[config.mk]
export PLATFORM = sky130hd
export DESIGN_NAME = media_loader_top
export DESIGN_NICKNAME = d
export VERILOG_FILES = /design/src/c64_mem_pkg.sv /design/src/c64_media_pkg.sv /design/src/media_stream_loader.sv /design/src/crt_chip_parser.sv /design/src/mem_slot_arbiter.sv /design/src/tape_fetch.sv /design/src/tape_pulse_player.sv /design/src/media_loader_top.sv
export SDC_FILE = /design/constraint.sdc
export NUM_CORES = 1
export LEC_CHECK = 0
export BUFFER_PORTS_ARGS = -buffer_cell sky130_fd_sc_hd__buf_4
export CELL_PAD_IN_SITES_DETAIL_PLACEMENT = 1
export CELL_PAD_IN_SITES_GLOBAL_PLACEMENT = 1
export CORE_MARGIN = 3
export CORE_UTILIZATION = 45
export CTS_BUF_LIST = sky130_fd_sc_hd__clkbuf_4 sky130_fd_sc_hd__clkbuf_8
export DETAILED_ROUTE_END_ITERATION = 7
export GPL_ROUTABILITY_DRIVEN = 0
export PLACE_DENSITY_LB_ADDON = 0.05
export SETUP_SLACK_MARGIN = 0.2
export SLEW_MARGIN = 10
export SYNTH_ARGS = -nofsm -noshare
export SYNTH_HDL_FRONTEND = slang
export SYNTH_SLANG_ARGS = --single-unit
[constraint.sdc]
create_clock -name clk_sys_i -period 7.8 [get_ports clk_sys_i]
set_input_delay 1.95 -clock clk_sys_i [delete_from_list [all_inputs] [get_ports clk_sys_i]]
set_output_delay 1.95 -clock clk_sys_i [all_outputs]
set_load 0.005 [all_outputs]
[src/c64_mem_pkg.sv]
// Memory layout of the shared system memory
// Used by the loader, the slot arbiter and the tape fetch path
package c64_mem_pkg;

	// ====================
	// Addressing
	// ====================

	localparam int MEM_ADDR_W = 25;

	typedef logic [MEM_ADDR_W-1:0] mem_addr_t;

	// One memory command, valid only while ce is high
	typedef struct packed {
		logic      ce;
		logic      we;
		mem_addr_t addr;
		logic [7:0] wdata;
	} mem_req_t;

	// ====================
	// Memory map
	// ====================

	// Cartridge chip payloads
	localparam mem_addr_t CRT_BASE = 25'h100000;

	// Byte k of the tape image sits at TAP_BASE + k
	localparam mem_addr_t TAP_BASE = 25'h200000;

	// Chip payloads start on 8 KB boundaries
	localparam int CHIP_ALIGN_BITS = 13;

	// Read data shows up this many clocks after the read command
	localparam int MEM_LATENCY = 2;

endpackage

[src/c64_media_pkg.sv]
// Media file formats seen on the host byte stream
// Media kinds, the host byte word and the CRT header layouts
package c64_media_pkg;

	// Host file index values
	typedef enum logic [7:0] {
		NONE = 8'd0,
		PRG  = 8'd4,
		CRT  = 8'd5,
		TAP  = 8'd6
	} media_kind_t;

	// One byte of a host download
	typedef struct packed {
		logic        valid;
		media_kind_t kind;
		logic [26:0] offset;
		logic [7:0]  data;
	} host_byte_t;

	// Taken from the CRT file header
	typedef struct packed {
		logic [15:0] cart_id;
		logic [7:0]  exrom;
		logic [7:0]  game;
	} cart_info_t;

	// Decoded CHIP packet
	typedef struct packed {
		logic [7:0]  bank_type;
		logic [15:0] bank_num;
		logic [15:0] load_addr;
		logic [15:0] bank_size;
	} chip_record_t;

	// ====================
	// CHIP packet header
	// ====================

	// Big-endian fields with the first received byte on top
	typedef struct packed {
		logic [31:0] signature;
		logic [31:0] total_len;
		logic [15:0] chip_type;
		logic [15:0] bank;
		logic [15:0] load_addr;
		logic [15:0] size;
	} chip_fields_t;

	typedef union packed {
		logic [15:0][7:0] raw;
		chip_fields_t     fields;
	} chip_header_u;

	localparam int CHIP_HDR_BYTES = 16;

	// First CHIP packet follows the 64-byte file header
	localparam logic [26:0] CRT_CHIPS_OFFSET = 27'h40;

endpackage

[src/media_stream_loader.sv]
// Routes host download bytes by media kind into a queue of memory writes
// Returns one host credit per byte once it is written or found to need no write
module media_stream_loader #(
	parameter int HOST_CREDITS = 4
) (
	input  logic                      clk_sys_i,
	input  logic                      reset_n_i,
	input  c64_media_pkg::host_byte_t host_byte_i,
	input  logic                      payload_i,
	input  logic                      align_i,
	input  logic                      wr_grant_i,
	output c64_media_pkg::host_byte_t crt_byte_o,
	output logic                      wr_pending_o,
	output c64_mem_pkg::mem_req_t     wr_req_o,
	output logic                      host_credit_o,
	output c64_mem_pkg::mem_addr_t    tap_end_o,
	output logic                      tap_loaded_o
);
	import c64_mem_pkg::*;
	import c64_media_pkg::*;

	localparam int PTR_W = (HOST_CREDITS > 1) ? $clog2(HOST_CREDITS) : 1;
	localparam int CNT_W = $clog2(HOST_CREDITS + 1);
	localparam int OWE_W = $clog2(HOST_CREDITS + 1) + 1;

	mem_req_t         queue [HOST_CREDITS];
	logic [PTR_W-1:0] wr_ptr;
	logic [PTR_W-1:0] rd_ptr;
	logic [CNT_W-1:0] count;
	logic [OWE_W-1:0] owed;
	logic [OWE_W-1:0] owed_next;
	mem_addr_t        load_addr;
	mem_addr_t        tap_addr;
	mem_addr_t        push_addr;
	logic             push;
	logic             is_prg;
	logic             is_crt;
	logic             is_tap;

	function automatic logic [PTR_W-1:0] next_ptr(input logic [PTR_W-1:0] ptr);
		return (ptr == PTR_W'(HOST_CREDITS - 1)) ? '0 : ptr + 1'b1;
	endfunction

	assign is_prg   = host_byte_i.valid && host_byte_i.kind == PRG;
	assign is_crt   = host_byte_i.valid && host_byte_i.kind == CRT;
	assign is_tap   = host_byte_i.valid && host_byte_i.kind == TAP;
	assign tap_addr = TAP_BASE + host_byte_i.offset[MEM_ADDR_W-1:0];

	// Parser sees only cartridge bytes
	always_comb begin
		crt_byte_o       = host_byte_i;
		crt_byte_o.valid = is_crt;
	end

	// PRG address bytes and CRT header bytes need no write
	always_comb begin
		push      = 1'b0;
		push_addr = load_addr;
		if (is_prg && host_byte_i.offset > 27'd1)
			push = 1'b1;
		else if (is_crt && payload_i)
			push = 1'b1;
		else if (is_tap) begin
			push      = 1'b1;
			push_addr = tap_addr;
		end
	end

	always_ff @(posedge clk_sys_i) begin
		if (is_prg) begin
			if (host_byte_i.offset == 27'd0)
				load_addr <= mem_addr_t'(host_byte_i.data);
			else if (host_byte_i.offset == 27'd1)
				load_addr[15:8] <= host_byte_i.data;
			else
				load_addr <= load_addr + 1'b1;
		end
		if (is_crt) begin
			if (host_byte_i.offset == 27'd0)
				load_addr <= CRT_BASE;
			else if (align_i && load_addr[CHIP_ALIGN_BITS-1:0] != '0)
				// Round up to the next chip boundary
				load_addr <= {load_addr[MEM_ADDR_W-1:CHIP_ALIGN_BITS] + 1'b1,
					{CHIP_ALIGN_BITS{1'b0}}};
			else if (payload_i)
				load_addr <= load_addr + 1'b1;
		end
		if (push)
			queue[wr_ptr] <= '{ce: 1'b1, we: 1'b1, addr: push_addr, wdata: host_byte_i.data};
		if (is_tap)
			tap_end_o <= tap_addr + 1'b1;
	end

	// ====================
	// Queue and credits
	// ====================

	assign wr_pending_o = count != '0;
	assign wr_req_o     = queue[rd_ptr];
	assign owed_next    = owed + OWE_W'(wr_grant_i) + OWE_W'(host_byte_i.valid && !push);

	always_ff @(posedge clk_sys_i) begin
		if (!reset_n_i) begin
			wr_ptr        <= '0;
			rd_ptr        <= '0;
			count         <= '0;
			owed          <= '0;
			host_credit_o <= 1'b0;
			tap_loaded_o  <= 1'b0;
		end else begin
			if (push)
				wr_ptr <= next_ptr(wr_ptr);
			if (wr_grant_i)
				rd_ptr <= next_ptr(rd_ptr);
			count <= count + CNT_W'(push) - CNT_W'(wr_grant_i);

			// A write and a skipped byte in one cycle return one credit each
			host_credit_o <= owed_next != '0;
			owed          <= owed_next - OWE_W'(owed_next != '0);

			if (is_tap)
				tap_loaded_o <= 1'b1;
			else if (host_byte_i.valid)
				tap_loaded_o <= 1'b0;
		end
	end

endmodule

[src/crt_chip_parser.sv]
// Decodes the CRT file header and the CHIP packet headers
// Tells the loader which bytes are payload and where each packet starts
module crt_chip_parser (
	input  logic                        clk_sys_i,
	input  logic                        reset_n_i,
	input  c64_media_pkg::host_byte_t   crt_byte_i,
	output logic                        payload_o,
	output logic                        align_o,
	output c64_media_pkg::cart_info_t   cart_info_o,
	output c64_media_pkg::chip_record_t chip_rec_o,
	output logic                        chip_rec_valid_o
);
	import c64_media_pkg::*;

	chip_header_u hdr;
	chip_header_u hdr_next;
	logic [3:0]   hdr_cnt;
	logic [31:0]  blk_len;
	logic         in_chips;
	logic         hdr_byte;
	logic         hdr_last;

	assign in_chips  = crt_byte_i.valid && crt_byte_i.offset >= CRT_CHIPS_OFFSET;
	assign payload_o = in_chips && blk_len != '0;
	assign hdr_byte  = in_chips && blk_len == '0;
	assign hdr_last  = hdr_byte && hdr_cnt == 4'(CHIP_HDR_BYTES - 1);
	assign align_o   = hdr_byte && hdr_cnt == '0;

	// Header bytes shift in raw and are read back as fields
	always_comb begin
		hdr_next.raw = {hdr.raw[14:0], crt_byte_i.data};
	end

	always_ff @(posedge clk_sys_i) begin
		if (hdr_byte)
			hdr <= hdr_next;
		if (hdr_last) begin
			chip_rec_o.bank_type <= hdr_next.fields.chip_type[7:0];
			chip_rec_o.bank_num  <= hdr_next.fields.bank;
			chip_rec_o.load_addr <= hdr_next.fields.load_addr;
			chip_rec_o.bank_size <= hdr_next.fields.size;
		end
	end

	always_ff @(posedge clk_sys_i) begin
		if (!reset_n_i) begin
			hdr_cnt          <= '0;
			blk_len          <= '0;
			cart_info_o      <= '0;
			chip_rec_valid_o <= 1'b0;
		end else begin
			chip_rec_valid_o <= hdr_last;

			if (crt_byte_i.valid) begin
				case (crt_byte_i.offset)
					27'h00: begin
						hdr_cnt <= '0;
						blk_len <= '0;
					end
					27'h16: cart_info_o.cart_id[15:8] <= crt_byte_i.data;
					27'h17: cart_info_o.cart_id[7:0]  <= crt_byte_i.data;
					27'h18: cart_info_o.exrom         <= crt_byte_i.data;
					27'h19: cart_info_o.game          <= crt_byte_i.data;
					default: ;
				endcase
			end

			// Payload length excludes the header itself
			if (hdr_byte) begin
				hdr_cnt <= hdr_cnt + 1'b1;
				if (hdr_last)
					blk_len <= hdr_next.fields.total_len - 32'(CHIP_HDR_BYTES);
			end else if (payload_o)
				blk_len <= blk_len - 1'b1;
		end
	end

endmodule

[src/mem_slot_arbiter.sv]
// Opens a memory slot every SLOT_PERIOD clocks
// Each slot carries one queued write or else one tape read
module mem_slot_arbiter #(
	parameter int SLOT_PERIOD = 8
) (
	input  logic                   clk_sys_i,
	input  logic                   reset_n_i,
	input  logic                   wr_pending_i,
	input  c64_mem_pkg::mem_req_t  wr_req_i,
	input  logic                   rd_req_i,
	input  c64_mem_pkg::mem_addr_t rd_addr_i,
	output logic                   wr_grant_o,
	output logic                   rd_grant_o,
	output c64_mem_pkg::mem_req_t  mem_req_o
);
	import c64_mem_pkg::*;

	localparam int SLOT_W = (SLOT_PERIOD > 1) ? $clog2(SLOT_PERIOD) : 1;

	logic [SLOT_W-1:0] slot_cnt;
	logic              slot_last;

	// Requests are sampled on the last clock before a slot opens
	assign slot_last = slot_cnt == SLOT_W'(SLOT_PERIOD - 1);

	always_ff @(posedge clk_sys_i) begin
		if (!reset_n_i) begin
			slot_cnt   <= '0;
			wr_grant_o <= 1'b0;
			rd_grant_o <= 1'b0;
			mem_req_o  <= '0;
		end else begin
			slot_cnt   <= slot_last ? '0 : slot_cnt + 1'b1;
			wr_grant_o <= slot_last && wr_pending_i;
			rd_grant_o <= slot_last && !wr_pending_i && rd_req_i;

			// Idle outside the first clock of a used slot
			mem_req_o <= '0;
			if (slot_last && wr_pending_i) begin
				mem_req_o    <= wr_req_i;
				mem_req_o.ce <= 1'b1;
				mem_req_o.we <= 1'b1;
			end else if (slot_last && rd_req_i)
				mem_req_o <= '{ce: 1'b1, we: 1'b0, addr: rd_addr_i, wdata: 8'h00};
		end
	end

endmodule

[src/tape_fetch.sv]
// Walks the tape image in memory and keeps the play and pause state
// Reads are issued only against free tape FIFO entries
module tape_fetch #(
	parameter int TAPE_FIFO_DEPTH = 8
) (
	input  logic                   clk_sys_i,
	input  logic                   reset_n_i,
	input  logic                   host_download_i,
	input  logic                   play_toggle_i,
	input  c64_mem_pkg::mem_addr_t tap_end_i,
	input  logic                   tap_loaded_i,
	input  logic                   rd_grant_i,
	input  logic                   fifo_credit_i,
	output logic                   rd_req_o,
	output c64_mem_pkg::mem_addr_t rd_addr_o,
	output logic                   push_valid_o,
	output logic                   playing_o,
	output logic                   fetch_done_o
);
	import c64_mem_pkg::*;

	localparam int CRED_W = $clog2(TAPE_FIFO_DEPTH + 1);

	mem_addr_t              play_ptr;
	mem_addr_t              end_ptr;
	logic [CRED_W-1:0]      credits;
	logic [MEM_LATENCY-1:0] lat_q;
	logic                   armed;
	logic                   download_q;
	logic                   toggle_q;

	assign rd_addr_o    = play_ptr;
	assign rd_req_o     = armed && credits != '0 && play_ptr != end_ptr;
	assign push_valid_o = lat_q[MEM_LATENCY-1];
	// Done also waits for reads still on their way back
	assign fetch_done_o = !armed || (play_ptr == end_ptr && lat_q == '0);

	always_ff @(posedge clk_sys_i) begin
		if (!reset_n_i) begin
			armed      <= 1'b0;
			playing_o  <= 1'b0;
			download_q <= 1'b0;
			toggle_q   <= 1'b0;
			lat_q      <= '0;
			credits    <= CRED_W'(TAPE_FIFO_DEPTH);
			play_ptr   <= TAP_BASE;
			end_ptr    <= TAP_BASE;
		end else begin
			download_q <= host_download_i;
			toggle_q   <= play_toggle_i;
			lat_q      <= (lat_q << 1) | MEM_LATENCY'(rd_grant_i);
			credits    <= credits - CRED_W'(rd_grant_i) + CRED_W'(fifo_credit_i);
			if (rd_grant_i)
				play_ptr <= play_ptr + 1'b1;

			if (host_download_i && !download_q) begin
				armed     <= 1'b0;
				playing_o <= 1'b0;
			end else if (!host_download_i && download_q && tap_loaded_i) begin
				// TAP download finished so rewind and play
				armed     <= 1'b1;
				playing_o <= 1'b1;
				play_ptr  <= TAP_BASE;
				end_ptr   <= tap_end_i;
			end else if (play_toggle_i && !toggle_q && armed)
				playing_o <= !playing_o;
		end
	end

endmodule

[src/tape_pulse_player.sv]
// Buffers fetched tape bytes and plays each one as a pulse interval
// A byte v gives v * 8 ticks between pulses, with 0 standing for 256
module tape_pulse_player #(
	parameter int TAPE_FIFO_DEPTH = 8,
	parameter int CLKS_PER_TICK   = 32
) (
	input  logic       clk_sys_i,
	input  logic       reset_n_i,
	input  logic       playing_i,
	input  logic       fetch_done_i,
	input  logic       push_valid_i,
	input  logic [7:0] mem_rdata_i,
	output logic       fifo_credit_o,
	output logic       cass_o,
	output logic       tape_active_o
);
	localparam int PTR_W  = (TAPE_FIFO_DEPTH > 1) ? $clog2(TAPE_FIFO_DEPTH) : 1;
	localparam int CNT_W  = $clog2(TAPE_FIFO_DEPTH + 1);
	localparam int TICK_W = (CLKS_PER_TICK > 1) ? $clog2(CLKS_PER_TICK) : 1;

	logic [7:0]        fifo [TAPE_FIFO_DEPTH];
	logic [PTR_W-1:0]  wr_ptr;
	logic [PTR_W-1:0]  rd_ptr;
	logic [CNT_W-1:0]  count;
	logic [TICK_W-1:0] tick_cnt;
	logic [11:0]       ivl_cnt;
	logic [7:0]        head;
	logic              tick_last;
	logic              ivl_done;
	logic              pop;

	function automatic logic [PTR_W-1:0] next_ptr(input logic [PTR_W-1:0] ptr);
		return (ptr == PTR_W'(TAPE_FIFO_DEPTH - 1)) ? '0 : ptr + 1'b1;
	endfunction

	assign head      = fifo[rd_ptr];
	assign tick_last = tick_cnt == TICK_W'(CLKS_PER_TICK - 1);
	// Interval ends on the last clock of its last tick
	assign ivl_done  = ivl_cnt == '0 || (ivl_cnt == 12'd1 && tick_last);
	assign pop       = playing_i && count != '0 && ivl_done;

	always_ff @(posedge clk_sys_i) begin
		if (push_valid_i)
			fifo[wr_ptr] <= mem_rdata_i;
	end

	always_ff @(posedge clk_sys_i) begin
		if (!reset_n_i) begin
			wr_ptr        <= '0;
			rd_ptr        <= '0;
			count         <= '0;
			tick_cnt      <= '0;
			ivl_cnt       <= '0;
			cass_o        <= 1'b0;
			fifo_credit_o <= 1'b0;
			tape_active_o <= 1'b0;
		end else begin
			cass_o        <= pop;
			fifo_credit_o <= pop;
			tape_active_o <= !(fetch_done_i && count == '0 && ivl_cnt == '0);

			if (push_valid_i)
				wr_ptr <= next_ptr(wr_ptr);
			if (pop)
				rd_ptr <= next_ptr(rd_ptr);
			count <= count + CNT_W'(push_valid_i) - CNT_W'(pop);

			// Counters hold still while paused
			if (pop) begin
				ivl_cnt  <= {head == 8'd0, head, 3'b000};
				tick_cnt <= '0;
			end else if (playing_i && ivl_cnt != '0) begin
				if (tick_last) begin
					tick_cnt <= '0;
					ivl_cnt  <= ivl_cnt - 1'b1;
				end else
					tick_cnt <= tick_cnt + 1'b1;
			end
		end
	end

endmodule

[src/media_loader_top.sv]
// Media loading path from the host byte stream to shared memory
// Also plays a downloaded tape back as cassette pulses
module media_loader_top #(
	parameter int HOST_CREDITS    = 4,
	parameter int TAPE_FIFO_DEPTH = 8,
	parameter int SLOT_PERIOD     = 8,
	parameter int CLKS_PER_TICK   = 32
) (
	input  logic                        clk_sys_i,
	input  logic                        reset_n_i,
	input  c64_media_pkg::host_byte_t   host_byte_i,
	input  logic                        host_download_i,
	input  logic                        play_toggle_i,
	input  logic [7:0]                  mem_rdata_i,
	output logic                        host_credit_o,
	output c64_mem_pkg::mem_req_t       mem_req_o,
	output c64_media_pkg::cart_info_t   cart_info_o,
	output c64_media_pkg::chip_record_t chip_rec_o,
	output logic                        chip_rec_valid_o,
	output logic                        cass_o,
	output logic                        tape_active_o
);
	import c64_mem_pkg::*;
	import c64_media_pkg::*;

	host_byte_t crt_byte;
	mem_req_t   wr_req;
	mem_addr_t  tap_end;
	mem_addr_t  rd_addr;
	logic       payload;
	logic       align;
	logic       wr_pending;
	logic       wr_grant;
	logic       tap_loaded;
	logic       rd_req;
	logic       rd_grant;
	logic       push_valid;
	logic       playing;
	logic       fetch_done;
	logic       fifo_credit;

	// ====================
	// Download path
	// ====================

	media_stream_loader #(
		.HOST_CREDITS(HOST_CREDITS)
	) loader_i (
		.clk_sys_i(clk_sys_i),
		.reset_n_i(reset_n_i),
		.host_byte_i(host_byte_i),
		.payload_i(payload),
		.align_i(align),
		.wr_grant_i(wr_grant),
		.crt_byte_o(crt_byte),
		.wr_pending_o(wr_pending),
		.wr_req_o(wr_req),
		.host_credit_o(host_credit_o),
		.tap_end_o(tap_end),
		.tap_loaded_o(tap_loaded)
	);

	crt_chip_parser parser_i (
		.clk_sys_i(clk_sys_i),
		.reset_n_i(reset_n_i),
		.crt_byte_i(crt_byte),
		.payload_o(payload),
		.align_o(align),
		.cart_info_o(cart_info_o),
		.chip_rec_o(chip_rec_o),
		.chip_rec_valid_o(chip_rec_valid_o)
	);

	mem_slot_arbiter #(
		.SLOT_PERIOD(SLOT_PERIOD)
	) arbiter_i (
		.clk_sys_i(clk_sys_i),
		.reset_n_i(reset_n_i),
		.wr_pending_i(wr_pending),
		.wr_req_i(wr_req),
		.rd_req_i(rd_req),
		.rd_addr_i(rd_addr),
		.wr_grant_o(wr_grant),
		.rd_grant_o(rd_grant),
		.mem_req_o(mem_req_o)
	);

	// ====================
	// Tape playback
	// ====================

	tape_fetch #(
		.TAPE_FIFO_DEPTH(TAPE_FIFO_DEPTH)
	) fetch_i (
		.clk_sys_i(clk_sys_i),
		.reset_n_i(reset_n_i),
		.host_download_i(host_download_i),
		.play_toggle_i(play_toggle_i),
		.tap_end_i(tap_end),
		.tap_loaded_i(tap_loaded),
		.rd_grant_i(rd_grant),
		.fifo_credit_i(fifo_credit),
		.rd_req_o(rd_req),
		.rd_addr_o(rd_addr),
		.push_valid_o(push_valid),
		.playing_o(playing),
		.fetch_done_o(fetch_done)
	);

	tape_pulse_player #(
		.TAPE_FIFO_DEPTH(TAPE_FIFO_DEPTH),
		.CLKS_PER_TICK(CLKS_PER_TICK)
	) player_i (
		.clk_sys_i(clk_sys_i),
		.reset_n_i(reset_n_i),
		.playing_i(playing),
		.fetch_done_i(fetch_done),
		.push_valid_i(push_valid),
		.mem_rdata_i(mem_rdata_i),
		.fifo_credit_o(fifo_credit),
		.cass_o(cass_o),
		.tape_active_o(tape_active_o)
	);

endmodule

# == Yosys cells after proc, flatten, opt, wreduce, memory -nomap -nowiden ==
# Memories as Yosys holds them, arrays and structs flattened. A register that Yosys moved wholly into a read port is not among the register bits.
# Index checks and enable logic that the tools add are counted.
# op_classes
muxes,48
order_cmp,2
eq_ne,18
n_bitwise,3
reduce_logical,71
n_addsub,24
# op_table
operator,count
$mux W25,12
$mux W32,5
$eq A27 B5 Y1 const B,4
$add A25 B1 Y25 const B,3
$mux W35,2
$mux W12,3
$logic_not A32 Y1,1
$reduce_bool A32 Y1,1
$sub A32 B1 Y32 const B,1
$sub A32 B5 Y32 const B,1
$logic_and A1 B1 Y1,30
$eq A27 B1 Y1 const B,1
$ge A27 B7 Y1 const B,1
$gt A27 B1 Y1 const B,1
$logic_not A27 Y1,1
$add A22 B25 Y25 const A,1
$eq A25 B25 Y1,1
$ne A25 B25 Y1,1
$eq A8 B3 Y1 const B,3
$add A4 B1 Y4,4
$mux W8,2
$reduce_and A2 Y1,8
$reduce_bool A13 Y1,1
$add A12 B1 Y12 const B,1
32 further kinds,77
# totals
mem_count,2
register_bits,405
word_cells,211
mem_bits_rw,196
# memory_table
memory,words,word_bits,rd,rd_clocked_by_memory_dff,wr,line_no,source
loader_i.queue,4,33,1,1,1,media_stream_loader.sv:26,mem_req_t queue [HOST_CREDITS];
player_i.fifo,8,8,1,1,1,tape_pulse_player.sv:21,logic [7:0] fifo [TAPE_FIFO_DEPTH];

# == Depth between registers and ports, before layout ==
# Gate-level depths: netlist (run 1).
# depth
depth_word,12
ltp_mapped,18
mapped_depth_nobuf,17

# == By module ==
# From an unflattened synthesis (run 1), not the netlist that was laid out.
# unflattened
hier_cells,2274
hier_area_um2,26900.8
# modules_own_cells
module,n_inst,area_each_um2,cells_each
media_stream_loader,1,10262.3,889
crt_chip_parser,1,8290.5,623
tape_pulse_player,1,4077.7,289
tape_fetch,1,2849.0,328
mem_slot_arbiter,1,1421.4,145

# == Worst setup path after synthesis (run 1) ==
# Ideal clock, no wire load.
# synth_path
kind,input to register
from,input host_byte_i[11] (netlist name)
to,"register parser_i.hdr[0] (netlist name), enable pin"
path_buffers,1
path_stages,6
slack_ps,2136
arrival_ps,5221
required_ps,7357
cell_sequence,buf_2 -> nor4_4 -> nand2_1 -> o311ai_4 -> nand3_1 -> inv_1
# synth_between
elab_chain_len,3
# synth_lines
element,line_no,source
"start, declared",media_loader_top.sv:11,"input c64_media_pkg::host_byte_t host_byte_i,"
$ge A27 B7 Y1,crt_chip_parser.sv:23,assign in_chips = crt_byte_i.valid && crt_byte_i.offset >= CRT_CHIPS_OFFSET;
$logic_and A1 B1 Y1,crt_chip_parser.sv:23,
$logic_and A1 B1 Y1,crt_chip_parser.sv:25,assign hdr_byte = in_chips && blk_len == '0;
net parser_i.hdr_byte,crt_chip_parser.sv:20,logic hdr_byte;
"end signal, assigned",crt_chip_parser.sv:36,hdr <= hdr_next;
"end, declared",crt_chip_parser.sv:15,chip_header_u hdr;
# The timed path passes the listed nets, and every way through them passes these cells.
# A chain may end at the register's enable or synchronous reset.

# == Worst setup path in the final report (run 1) ==
# layout_path
from,input host_byte_i[15] (netlist name)
to,register loader_i.owed[2]
# layout_between
elab_chain_len,11
elab_cells_between_ends,13
classes_between,add/sub (2); order compare (2); mux (2); reduce/logical (7)
# layout_lines
element,line_no,source
$ge A27 B7 Y1,crt_chip_parser.sv:23,
$logic_and A1 B1 Y1,crt_chip_parser.sv:23,
$logic_and A1 B1 Y1,crt_chip_parser.sv:24,assign payload_o = in_chips && blk_len != '0;
$logic_and A1 B1 Y1,media_stream_loader.sv:61,else if (is_crt && payload_i)
$mux W1,media_stream_loader.sv:61,
$mux W1 *,media_stream_loader.sv:59,if (is_prg && host_byte_i.offset > 27'd1)
$logic_not A1 Y1 *,media_stream_loader.sv:100,assign owed_next = owed + OWE_W'(wr_grant_i) + OWE_W'(host_byte_i.valid && !push);
$logic_and A1 B1 Y1 *,media_stream_loader.sv:100,
$add A4 B1 Y4 *,media_stream_loader.sv:100,
$reduce_bool A4 Y1,media_stream_loader.sv:119,owed <= owed_next - OWE_W'(owed_next != '0);
$sub A4 B1 Y4 *,media_stream_loader.sv:119,
"end signal, assigned",media_stream_loader.sv:119,
"end, declared",media_stream_loader.sv:30,logic [OWE_W-1:0] owed;
# Every way passes the cells marked *; elsewhere a longest branch is shown, timed or not.

==> impl_results.rst, run 1 <==
.. list-table::
   :header-rows: 1

   * - Metric
     - Value
   * - Period utilization
     - around two thirds
   * - Reported max-cap violation count
     - 0
   * - IO Count
     - roughly 180
   * - Antenna violations before repair
     - 2
   * - Share of synthesized area occupied by flip-flops and latches
     - a little over 60%
   * - Number of flops mapped to enable cells by yosys
     - 365
   * - Synth Cell Area
     - around 26000 um^2
   * - Number of hold violations in the final report
     - 0
   * - Residual DRC
     - 0
   * - Avg Cell Area, Syn
     - around 12 um^2
   * - Setup slack of the worst register-to-register path
     - 3.48 ns
   * - Die outline area
     - approximately 60000 um^2
   * - Setup Skew
     - about 0.026 ns
   * - Clock-pin slew of the registers on the worst-case setup and hold paths
     - 0.06 ns
   * - Critical path start-end classification
     - input port to flop
   * - Cells after Synth
     - 2067
   * - Startpoint Class
     - input port
   * - Root buffer cell
     - clkbuf_8
   * - Primary FF master, synth
     - edfxtp_1
   * - Core region area
     - ~56000 um^2
   * - Synth warnings
     - 0
   * - Most common cell after layout, fill and taps aside
     - edfxtp_1
   * - Sum of negative setup slack
     - 0 ns
   * - Pin count of the biggest net entering global routing
     - 95
   * - Sum of routed wire length over all layers
     - 70080 um
   * - Maximum level of the CTS H-tree
     - 3
   * - Maximum net fanout on the critical path
     - 7
   * - Latest clock arrival within the worst-skew pair
     - 0.72 ns
   * - Maximum count of clock buffers along a single path
     - 3
   * - Clock tree sinks
     - 605
   * - Highest-count cells in the layout ignoring fill and taps
     - edfxtp_1, dfxtp_1, buf_4
   * - Vias
     - roughly 17k
   * - Final nets
     - about 2.4k
   * - Global router's overall resource usage
     - 23.35%
   * - Fraction of final layout cells sized beyond drive strength 1
     - 20.51%
   * - Post-layout total power
     - around 6400 uW
   * - Final Max Slew Viols
     - 0
   * - Number of buffers created by CTS
     - 101
   * - First-pass GRT wire length
     - roughly 110000 um
   * - Initial core utilization
     - between 40 and 50%
   * - Syn-to-layout area delta
     - 16.55%
   * - Remaining antenna violation count after routing
     - 0
   * - Number of nets produced by synthesis
     - 2174
   * - Capturing element type of the critical path
     - flop
   * - Class of the tightest hold or removal check
     - flop to flop
   * - CTS tree
     - built
   * - Half-perimeter wire length of the detailed placement result
     - 48210 um
   * - Required @ worst endpoint
     - 8.35 ns
   * - Vias in the first global route
     - 18.40k
   * - Maximum frequency from static timing analysis
     - between 150 and 200 MHz
   * - Die Height
     - between 200 and 250 um
   * - Width of the chip
     - 244.9 um
   * - Run status
     - finished clean
   * - Proportion of register bits with asynchronous set or reset after synthesis
     - 0%
   * - Number of DRC markers after the initial detailed-route iteration
     - a little under 1k
   * - Lkg Pwr
     - approximately 0.011 uW
   * - Row count
     - 86
   * - # port buffers
     - approximately 180
   * - Final setup viols
     - 0
   * - Aggregate global routing overflow
     - 0
   * - Post_cts resized
     - 0
   * - Vias per inst
     - between 5 and 6
   * - Transition at the pin with the smallest max-transition slack
     - around 1.1 ns
   * - Router iterations before antenna repair
     - 4
   * - Count of hold-fix buffers inserted at cts
     - 0
   * - Synthesized flop and latch total
     - 605
   * - Worst slack on hold paths
     - roughly 0.42 ns
   * - Relative slew slack
     - between 20% and 30%
   * - Post-layout minimum cycle time
     - approximately 5 ns
   * - Pwr dens
     - approximately 210 nW/um^2
   * - Filler instances
     - 5754
   * - Distinct cell type count after synthesis
     - 83
   * - Number of buffers inserted by post-CTS setup repair
     - 0
   * - Setup repair after global routing missed its margin
     - false
   * - Per-cell routed wire length
     - 22.40 um
   * - Peak supply drop
     - about 0.00017 V
   * - Arr. time, crit path
     - roughly 5.7 ns
## final cells by class
type | instances | area [um^2] | area share [%]
Sequential cell | 605 | 15770 | 52.69
Timing Repair Buffer | 208 | 1562 | 5.218
Antenna cell | 1 | 2.502 | 0.008362
Inverter | 50 | 191.4 | 0.6397
Clock buffer | 135 | 1670 | 5.582
Multi-Input combinational cell | 1324 | 9409 | 31.44
Tap cell | 748 | 935.9 | 3.127
Clock inverter | 57 | 387.9 | 1.296
## layer usage
layer	routed length, um	track usage [%]	vias to the layer above
met3	3999	5.801	104
li1	-	-	8129
met2	33450	38.21	428
met4	1657	6.999	0
met5	0	0	-
met1	30970	30.91	8836
## where the power goes
part	switching [uW]	total (uW)	internal, uW
registers	8.59	3390	3380
logic	111	177	66.3
clock network	1330	2850	1510
## kinds of logic (layout without fill, tap and decap cells)
kind of cell | count (synthesis) | count (layout) | synth area share [%]
and+or+nand+nor | 689 | 689 | 13.79
muxes | 117 | 117 | 7.066
other | 0 | 1 | 0
adders and majority gates | 51 | 51 | 2.602
xor gates and xnor gates | 150 | 150 | 5.117
buffers and inverters | 138 | 450 | 2.066
AOI/OAI and AO/OA | 317 | 317 | 7.958
DFF | 605 | 605 | 61.40
## synth_stat cells (6+ instances only)
cell type	instances	area (um^2)
edfxtp_1	365	10960
dfxtp_1	240	4805
nand2_1	184	690.7
nor2_1	164	615.6
a21oi_1	111	555.5
xnor2_1	85	744.5
clkbuf_1	75	281.5
o21ai_0	72	360.4
nand3_1	68	340.3
xor2_1	65	569.3
nor3_1	56	280.3
inv_1	50	187.7
mux4_2	49	1104
ha_1	47	588.1
mux2i_1	44	440.4
nand4_1	33	206.5
a22o_1	30	262.8
nor4_1	26	162.7
mux2_2	24	270.3
and2_1	22	137.6
and3_1	21	131.4
or3_1	17	106.4
or4_1	17	127.6
nand2b_1	15	93.84
o211ai_1	12	90.09
a31oi_1	11	68.82
o31ai_1	10	75.07
nor2b_1	8	50.05
nor4_2	8	100.1
a21o_1	7	52.55
a22oi_1	7	52.55
a32oi_1	7	61.31
buf_2	7	35.03
nand3b_1	7	52.55
and4_1	6	52.55
nor3b_1	6	45.04
o22ai_1	6	37.54
## critical path, stage by stage
cell and delay, ns:
buf_4 0.14, nor4_2 0.57, nor2b_1 0.41, a41oi_1 0.20, buf_4 0.21, o21ai_0 0.20
nand4_1 0.25, fa_1 0.42, inv_1 0.08, ha_1 0.16, xor2_1 0.10, nor2_1 0.19
nand3_1 0.12, ha_1 0.22, ha_1 0.20, xnor2_1 0.16, nor2_1 0.05
## through the flow
| step | setup slack, ns | area, um^2 | std cells | util (%) |
|---|---|---|---|---|
| floorplan | 2.136 | 25680 | 2067 | - |
| global placement | 2.139 | 27860 | 2935 | 49.99 |
| detailed placement | 2.008 | 27860 | 2935 | 49.99 |
| CTS | 2.783 | 29920 | 3127 | 53.68 |
| global route | 2.524 | 29930 | 3128 | 53.69 |
| finish | 2.700 | 29930 | 3128 | 53.69 |
## final timing paths
check | startpoint | to | cells after the start
setup reg to reg | parser_i.blk_len[12] | parser_i.chip_rec_o[14] | 7
setup / recovery | host_byte_i[15] | loader_i.owed[2] | 17
hold reg to reg | parser_i.hdr[48] | parser_i.hdr[56] | 0
hold / removal | parser_i.hdr[48] | parser_i.hdr[56] | 0
## flip-flops by register name, indices dropped and copies added (netlist names), 3 cells and up, named ones only
| signal | count |
|---|---|
| parser_i.hdr | 88 |
| arbiter_i.slot_cnt | 3 |
| player_i.rd_ptr | 3 |
| player_i.fifo | 64 |
| parser_i.blk_len | 32 |
| fetch_i.credits | 4 |
| loader_i.tap_end_o | 25 |
| parser_i.hdr_cnt | 4 |
| fetch_i.rd_addr_o | 25 |
| player_i.wr_ptr | 3 |
| parser_i.chip_rec_o | 56 |
| parser_i.cart_info_o | 32 |
| player_i.tick_cnt | 5 |
| fetch_i.end_ptr | 25 |
| loader_i.queue | 132 |
| loader_i.load_addr | 25 |
| player_i.count | 4 |
| loader_i.count | 3 |
| arbiter_i.mem_req_o | 35 |
| loader_i.owed | 4 |
| player_i.ivl_cnt | 12 |
Note: power is estimated with default switching activity, not from simulation.
==> run 2: changes to the inputs <==
==> constraint.sdc (replaced) <==
create_clock -name clk_sys_i -period 4.8 [get_ports clk_sys_i]
set_input_delay 1.2 -clock clk_sys_i [delete_from_list [all_inputs] [get_ports clk_sys_i]]
set_output_delay 1.2 -clock clk_sys_i [all_outputs]
set_load 0.005 [all_outputs]
==> run 2 against run 1 <==
Worst setup slack got worse by 2.0 ns. Critical endpoint unchanged. Critical path type unchanged. Largest cell class unchanged. Non-clock buffer count increased by 21. Via count increased by 1.1%.
==> impl_results.rst, run 2 (synthesis results as in run 1) <==
.. list-table::
   :header-rows: 1

   * - Metric
     - Value
   * - Die outline area
     - ~60000 um^2
   * - Final Max Slew Viols
     - 0
   * - Antenna violations before repair
     - 2
   * - Maximum net fanout on the critical path
     - 7
   * - Count of hold-fix buffers inserted at cts
     - 0
   * - Core region area
     - approximately 56000 um^2
   * - Number of DRC markers after the initial detailed-route iteration
     - between 1k and 1.5k
   * - Max reg flops
     - 132
   * - Global router's overall resource usage
     - between 20% and 30%
   * - Per-cell routed wire length
     - about 23 um
   * - Maximum frequency from static timing analysis
     - approximately 240 MHz
   * - Latest clock arrival within the worst-skew pair
     - about 0.7 ns
   * - Worst slack on hold paths
     - about 0.42 ns
   * - Part of the power in the clock network
     - 43.4%
   * - Startpoint Class
     - input port
   * - First-pass GRT wire length
     - 110500 um
   * - Syn-to-layout area delta
     - 17.21%
   * - Vias in the first global route
     - between 15k and 20k
   * - Number of buffers created by CTS
     - slightly below 100
   * - Remaining antenna violation count after routing
     - 0
   * - Initial core utilization
     - roughly 46%
   * - Cell area after layout
     - between 30000 and 40000 um^2
   * - Class of the tightest hold or removal check
     - flop to flop
   * - Lkg Pwr
     - around 0.011 uW
   * - Total instance count after detailed placement
     - slightly below 3k
   * - Post-layout minimum cycle time
     - 4.088 ns
   * - Internal Power
     - roughly 8000 uW
   * - Pwr dens
     - about 340 nW/um^2
   * - Final setup viols
     - 0
   * - Critical path start-end classification
     - input port to flop
   * - Library cell appearing most often on the critical path
     - ha_1
   * - Capturing element type of the critical path
     - flop
   * - Sum of routed wire length over all layers
     - 71550 um
   * - Period utilization
     - between 80% and 90%
   * - Root buffer cell
     - clkbuf_8
   * - Required @ worst endpoint
     - around 5.3 ns
   * - Pin count of the biggest net entering global routing
     - 93
   * - Peak supply drop
     - 0.0002465 V
   * - Most common cell after layout, fill and taps aside
     - edfxtp_1
   * - Router iterations before antenna repair
     - 5
   * - Setup Skew
     - around 0.037 ns
   * - Arr. time, crit path
     - between 4 and 5 ns
   * - Vias per inst
     - between 5 and 6
   * - Vias
     - approximately 18k
   * - Clock-pin slew of the registers on the worst-case setup and hold paths
     - ~0.060 ns
   * - Row count
     - 86
   * - Width of the chip
     - about 240 um
   * - Die Height
     - about 240 um
   * - Run status
     - finished clean
   * - CTS tree
     - built
   * - Register name with the most flops
     - loader_i.queue
   * - Fraction of final layout cells sized beyond drive strength 1
     - about a fifth
   * - Total cell area at the placement stage
     - 28110 um^2
   * - Aggregate global routing overflow
     - 0
   * - Transition at the pin with the smallest max-transition slack
     - approximately 1.1 ns
   * - Maximum level of the CTS H-tree
     - 3
   * - Largest registers ranked by flip-flop count
     - loader_i.queue (132), parser_i.hdr (88), player_i.fifo (64)
   * - Power share of the sequential group
     - roughly 54%
   * - Slowest stage cell on the critical path
     - nand4b_1
   * - Post-Place Worst Slack
     - about 0.042 ns
   * - P_sw
     - about 2300 uW
   * - Residual DRC
     - 0
   * - Largest stage delay on the critical path
     - ~0.51 ns
   * - Number of standard cells in the final layout excluding fillers
     - about 3.1k
   * - IO Count
     - 183
   * - Switching part of the total power
     - 22.30%
   * - Highest-count cells in the layout ignoring fill and taps
     - edfxtp_1, dfxtp_1, buf_4
   * - Relative slew slack
     - 26.32%
   * - PnR worst setup slack
     - ~0.7 ns
   * - Number of hold violations in the final report
     - 0
   * - Post_cts resized
     - 0
   * - Filler instances
     - 5805
   * - Half-perimeter wire length of the detailed placement result
     - roughly 50000 um
   * - Number of buffers inserted by post-CTS setup repair
     - 0
   * - Combinational cell fraction of total power
     - between 3 and 4%
   * - # port buffers
     - roughly 180
   * - Critical path, cell by cell
     - buf_4 > nor4b_2 > nand4b_1 > a41oi_1 > o21ai_0 > buf_4 > nand4_1 > fa_1 > inv_1 > ha_1 > xor2_1 > nor2_1 > nand3_1 > ha_1 > ha_1 > xnor2_1 > nor2_1
   * - Sum of negative setup slack
     - 0 ns
   * - Clock tree sinks
     - 605
   * - Reported max-cap violation count
     - 0
   * - Final nets
     - 2416
   * - Setup repair after global routing missed its margin
     - false
   * - Maximum count of clock buffers along a single path
     - 3
## run 2: per-stage QoR
stage	utilization, %	total power, uW
6_report	53.99	10290
5_1_grt	53.99	10700
4_1_cts	53.99	10420
3_5_place_dp	50.44	5935
3_3_place_gp	50.44	5916
2_1_floorplan	-	5764
## run 2: area by class of cell
type,count,area [um^2],share of cell area [%]
Sequential cell,605,15770,52.39
Multi-Input combinational cell,1324,9398,31.23
Timing Repair Buffer,229,1819,6.045
Clock buffer,140,1714,5.696
Tap cell,748,935.9,3.110
Clock inverter,46,264.0,0.8773
Inverter,50,193.9,0.6444
Antenna cell,1,2.502,0.008315
## run 2: critical path: cells and delay by family
| family | cells | cell delay [ns] |
|---|---|---|
| AOI/OAI and AO/OA | 2 | 0.52 |
| xor gates and xnor gates | 2 | 0.35 |
| adders and majority gates | 4 | 0.77 |
| buffers and inverters | 3 | 0.33 |
| and+or+nand+nor | 6 | 1.44 |
## run 2: final timing paths
check | cells after the start | endpoint | slack (ns) | startpoint
worst max-delay path | 17 | loader_i.owed[2] | 0.71 | host_byte_i[38]
worst min-delay path | 0 | parser_i.hdr[59] | 0.42 | parser_i.hdr[51]
worst max register to register | 16 | loader_i.owed[2] | 0.78 | parser_i.blk_len[0]
worst min register to register | 0 | parser_i.hdr[59] | 0.42 | parser_i.hdr[51]
## run 2: power by group through the flow
stage               clock (uW)  combinational (uW)  sequential, uW
floorplan                    0                 153            5610
detailed placement           0                 319            5620
global route              4850                 354            5500
CTS                       4590                 320            5510
finish                    4460                 316            5510
global placement             0                 301            5620
## run 2: routing by layer
layer / global-route usage, % / share of wire, %
met1: 32.28 / 45
met2: 39.16 / 48
met3: 4.676 / 5.0
met4: 6.982 / 2.2
met5: 0 / 0
==> run 3: changes to the inputs <==
--- a/config.mk
+++ b/config.mk
@@ -14,6 +14,7 @@
 export DETAILED_ROUTE_END_ITERATION = 7
 export GPL_ROUTABILITY_DRIVEN = 0
 export PLACE_DENSITY_LB_ADDON = 0.05
+export RECOVER_POWER = 100
 export SETUP_SLACK_MARGIN = 0.2
 export SLEW_MARGIN = 10
 export SYNTH_ARGS = -nofsm -noshare
==> run 3 against run 2 <==
The run now ends with max-capacitance violations, max-slew violations left. Register-to-register slack got worse by 0.02 ns. Critical path depth is 8 lower. Cell count did not move. Worst setup slack lost 0.32 ns. Core utilization down 0.79 points. Via count down 0.24%. Critical path type unchanged. Power shrank 0.23%. Non-clock buffer count unchanged. Final area decreased by 1.5%. Critical endpoint is now parser_i.blk_len[18].
==> impl_results.rst, run 3 (synthesis results as in run 1) <==
.. list-table::
   :header-rows: 1

   * - Metric
     - Value
   * - Half-perimeter wire length of the detailed placement result
     - 49650 um
   * - Capturing element type of the critical path
     - flop
   * - Relative slew slack
     - -34.31%
   * - Crit Reg-Reg Endpoint
     - loader_i.owed[2]
   * - Class of the tightest hold or removal check
     - flop to flop
   * - Peak supply drop
     - ~0.00024 V
   * - Pin count of the biggest net entering global routing
     - 93
   * - Highest-count cells in the layout ignoring fill and taps
     - edfxtp_1, dfxtp_1, nand2_1
   * - Vias in the first global route
     - between 15k and 20k
   * - Sum of negative setup slack
     - 0 ns
   * - Required @ worst endpoint
     - 5.43 ns
   * - Startpoint Class
     - input port
   * - Run status
     - finished, violations left
   * - Sum of routed wire length over all layers
     - slightly above 70000 um
   * - Internal Power
     - around 8000 uW
   * - Critical path, cell by cell
     - buf_4 > nor4_1 > nand4_4 > o311a_1 > nor2_1 > o21ai_0 > buf_4 > or2_2 > a21oi_1
   * - First-pass GRT wire length
     - about 110000 um
   * - Die Height
     - between 200 and 250 um
   * - Final Max Slew Viols
     - between 200 and 250
   * - Antenna violations before repair
     - 3
   * - Number of hold violations in the final report
     - 0
   * - Arr. time, crit path
     - 5.03 ns
   * - Maximum frequency from static timing analysis
     - 227.1 MHz
   * - Final nets
     - ~2.4k
   * - Fraction of final layout cells sized beyond drive strength 1
     - roughly 17%
   * - Final setup viols
     - 0
   * - Power share of the sequential group
     - between 50% and 60%
   * - Slowest stage cell on the critical path
     - nor2_1
   * - Syn-to-layout area delta
     - 15.49%
   * - Count of hold-fix buffers inserted at cts
     - 0
   * - Combinational cell fraction of total power
     - around 3%
   * - IO Count
     - 183
   * - Clock tree sinks
     - approximately 610
   * - Initial core utilization
     - 46.06%
   * - Setup repair after global routing missed its margin
     - false
   * - Core region area
     - around 56000 um^2
   * - CTS tree
     - built
   * - Number of standard cells in the final layout excluding fillers
     - approximately 3.1k
   * - Transition at the pin with the smallest max-transition slack
     - 2.015 ns
   * - Vias per inst
     - between 5 and 6
   * - Reported max-cap violation count
     - 6
   * - Root buffer cell
     - clkbuf_8
   * - # port buffers
     - 182
   * - Maximum level of the CTS H-tree
     - 3
   * - Remaining antenna violation count after routing
     - 0
   * - Residual DRC
     - 0
   * - Lkg Pwr
     - between 0.01 and 0.015 uW
   * - Violations in the final reports
     - max-capacitance violations, max-slew violations
   * - Library cell appearing most often on the critical path
     - buf_4
   * - Critical path start-end classification
     - input port to flop
   * - Core occupancy in the finished layout
     - 53.20%
   * - Number of buffers created by CTS
     - 99
   * - Per-cell routed wire length
     - roughly 23 um
   * - Die outline area
     - roughly 60000 um^2
   * - Setup Skew
     - 0.03948 ns
   * - Row count
     - 86
   * - Clock-pin slew of the registers on the worst-case setup and hold paths
     - approximately 0.06 ns
   * - Worst reg2reg startpoint
     - parser_i.blk_len[27]
   * - Largest registers ranked by flip-flop count
     - loader_i.queue (132), parser_i.hdr (88), player_i.fifo (64)
   * - Max reg flops
     - about 130
   * - Part of the power in the clock network
     - a little over two fifths
   * - Post-layout minimum cycle time
     - around 4.4 ns
   * - Number of DRC markers after the initial detailed-route iteration
     - 1251
   * - PnR worst setup slack
     - 0.3970 ns
   * - Most common cell after layout, fill and taps aside
     - edfxtp_1
   * - Capturing element of the worst setup path
     - parser_i.blk_len[18]
   * - Pwr dens
     - between 300 and 400 nW/um^2
   * - Global router's overall resource usage
     - between 20% and 30%
   * - Aggregate global routing overflow
     - 0
   * - Maximum count of clock buffers along a single path
     - 3
   * - Vias
     - roughly 18k
   * - Number of buffers inserted by post-CTS setup repair
     - 0
   * - Length in cells of the worst reg-to-reg path
     - 14
   * - Post-Place Worst Slack
     - ~0.042 ns
   * - Period utilization
     - ~90%
   * - Width of the chip
     - 244.9 um
   * - P_sw
     - around 2300 uW
   * - Maximum net fanout on the critical path
     - 19
   * - Start point of the critical path
     - host_byte_i[32]
   * - Total instance count after detailed placement
     - about 3.0k
   * - Switching part of the total power
     - approximately 22%
   * - Post-layout total power
     - between 10000 and 15000 uW
   * - Register name with the most flops
     - loader_i.queue
   * - Router iterations before antenna repair
     - 7
   * - Setup slack of the worst register-to-register path
     - ~0.76 ns
   * - Post_cts resized
     - 0
   * - Largest stage delay on the critical path
     - 1.06 ns
   * - Latest clock arrival within the worst-skew pair
     - about 0.7 ns
[run 3: cell types whose count changed in the layout (fill, tap and decap cells not counted), moves of 3 or more]
cell / previous run / this run
and2_0: 0 / 13
and2_1: 22 / 9
buf_12: 8 / 5
buf_4: 221 / 65
clkbuf_1: 0 / 77
clkbuf_4: 34 / 114
mux2_1: 0 / 21
mux2_2: 24 / 3
nor2_1: 164 / 167
nor3_1: 55 / 58
[run 3: final cells by class]
| class | instances | area (um^2) |
|---|---|---|
| Fill cell | 5860 | 26090 |
| Sequential cell | 605 | 15770 |
| Multi-Input combinational cell | 1324 | 9294 |
| Clock buffer | 140 | 1714 |
| Timing Repair Buffer | 229 | 1488 |
| Tap cell | 748 | 935.9 |
| Clock inverter | 46 | 264.0 |
| Inverter | 50 | 188.9 |
| Antenna cell | 1 | 2.502 |
[run 3: critical path, delay by kind of cell]
| kind | cells | cell delay [ns] |
|---|---|---|
| AO/OA/AOI/OAI | 3 | 0.90 |
| buffers and inverters | 2 | 0.42 |
| AND/OR/NAND/NOR | 4 | 2.48 |
[run 3: stage by stage]
stage,area [um^2],hold slack [ns]
2_1_floorplan,25680,0.4003
3_3_place_gp,28110,0.4007
3_5_place_dp,28110,0.4070
4_1_cts,30090,0.4221
5_1_grt,29650,0.4370
6_report,29650,0.4218
[run 3: worst min-delay path by stage]
stage	startpoint	slack, ns	to	cells past startpoint
after global placement	parser_i.hdr[50]	0.40	parser_i.hdr[58]	0
after detailed placement	parser_i.hdr[51]	0.41	parser_i.hdr[59]	0
after global routing	parser_i.hdr[49]	0.44	parser_i.hdr[57]	0
after CTS	parser_i.hdr[51]	0.42	parser_i.hdr[59]	0
final	parser_i.hdr[48]	0.42	parser_i.hdr[56]	0
after floorplan	parser_i.hdr[48]	0.40	parser_i.hdr[56]	0
[run 3: power by group through the flow]
stage	registers, uW	logic, uW	clock network (uW)
finish	5510	305	4450
global route	5500	342	4850
CTS	5510	320	4590
detailed placement	5620	319	0
global placement	5620	301	0
floorplan	5610	153	0
[run 3: metal layers]
metal,up-vias,global-route usage [%],share of wire [%]
li1,8160,-,-
met1,8950,32.28,45
met2,438,39.16,48
met3,107,4.676,5.3
met4,0,6.982,2.2
met5,-,0,0
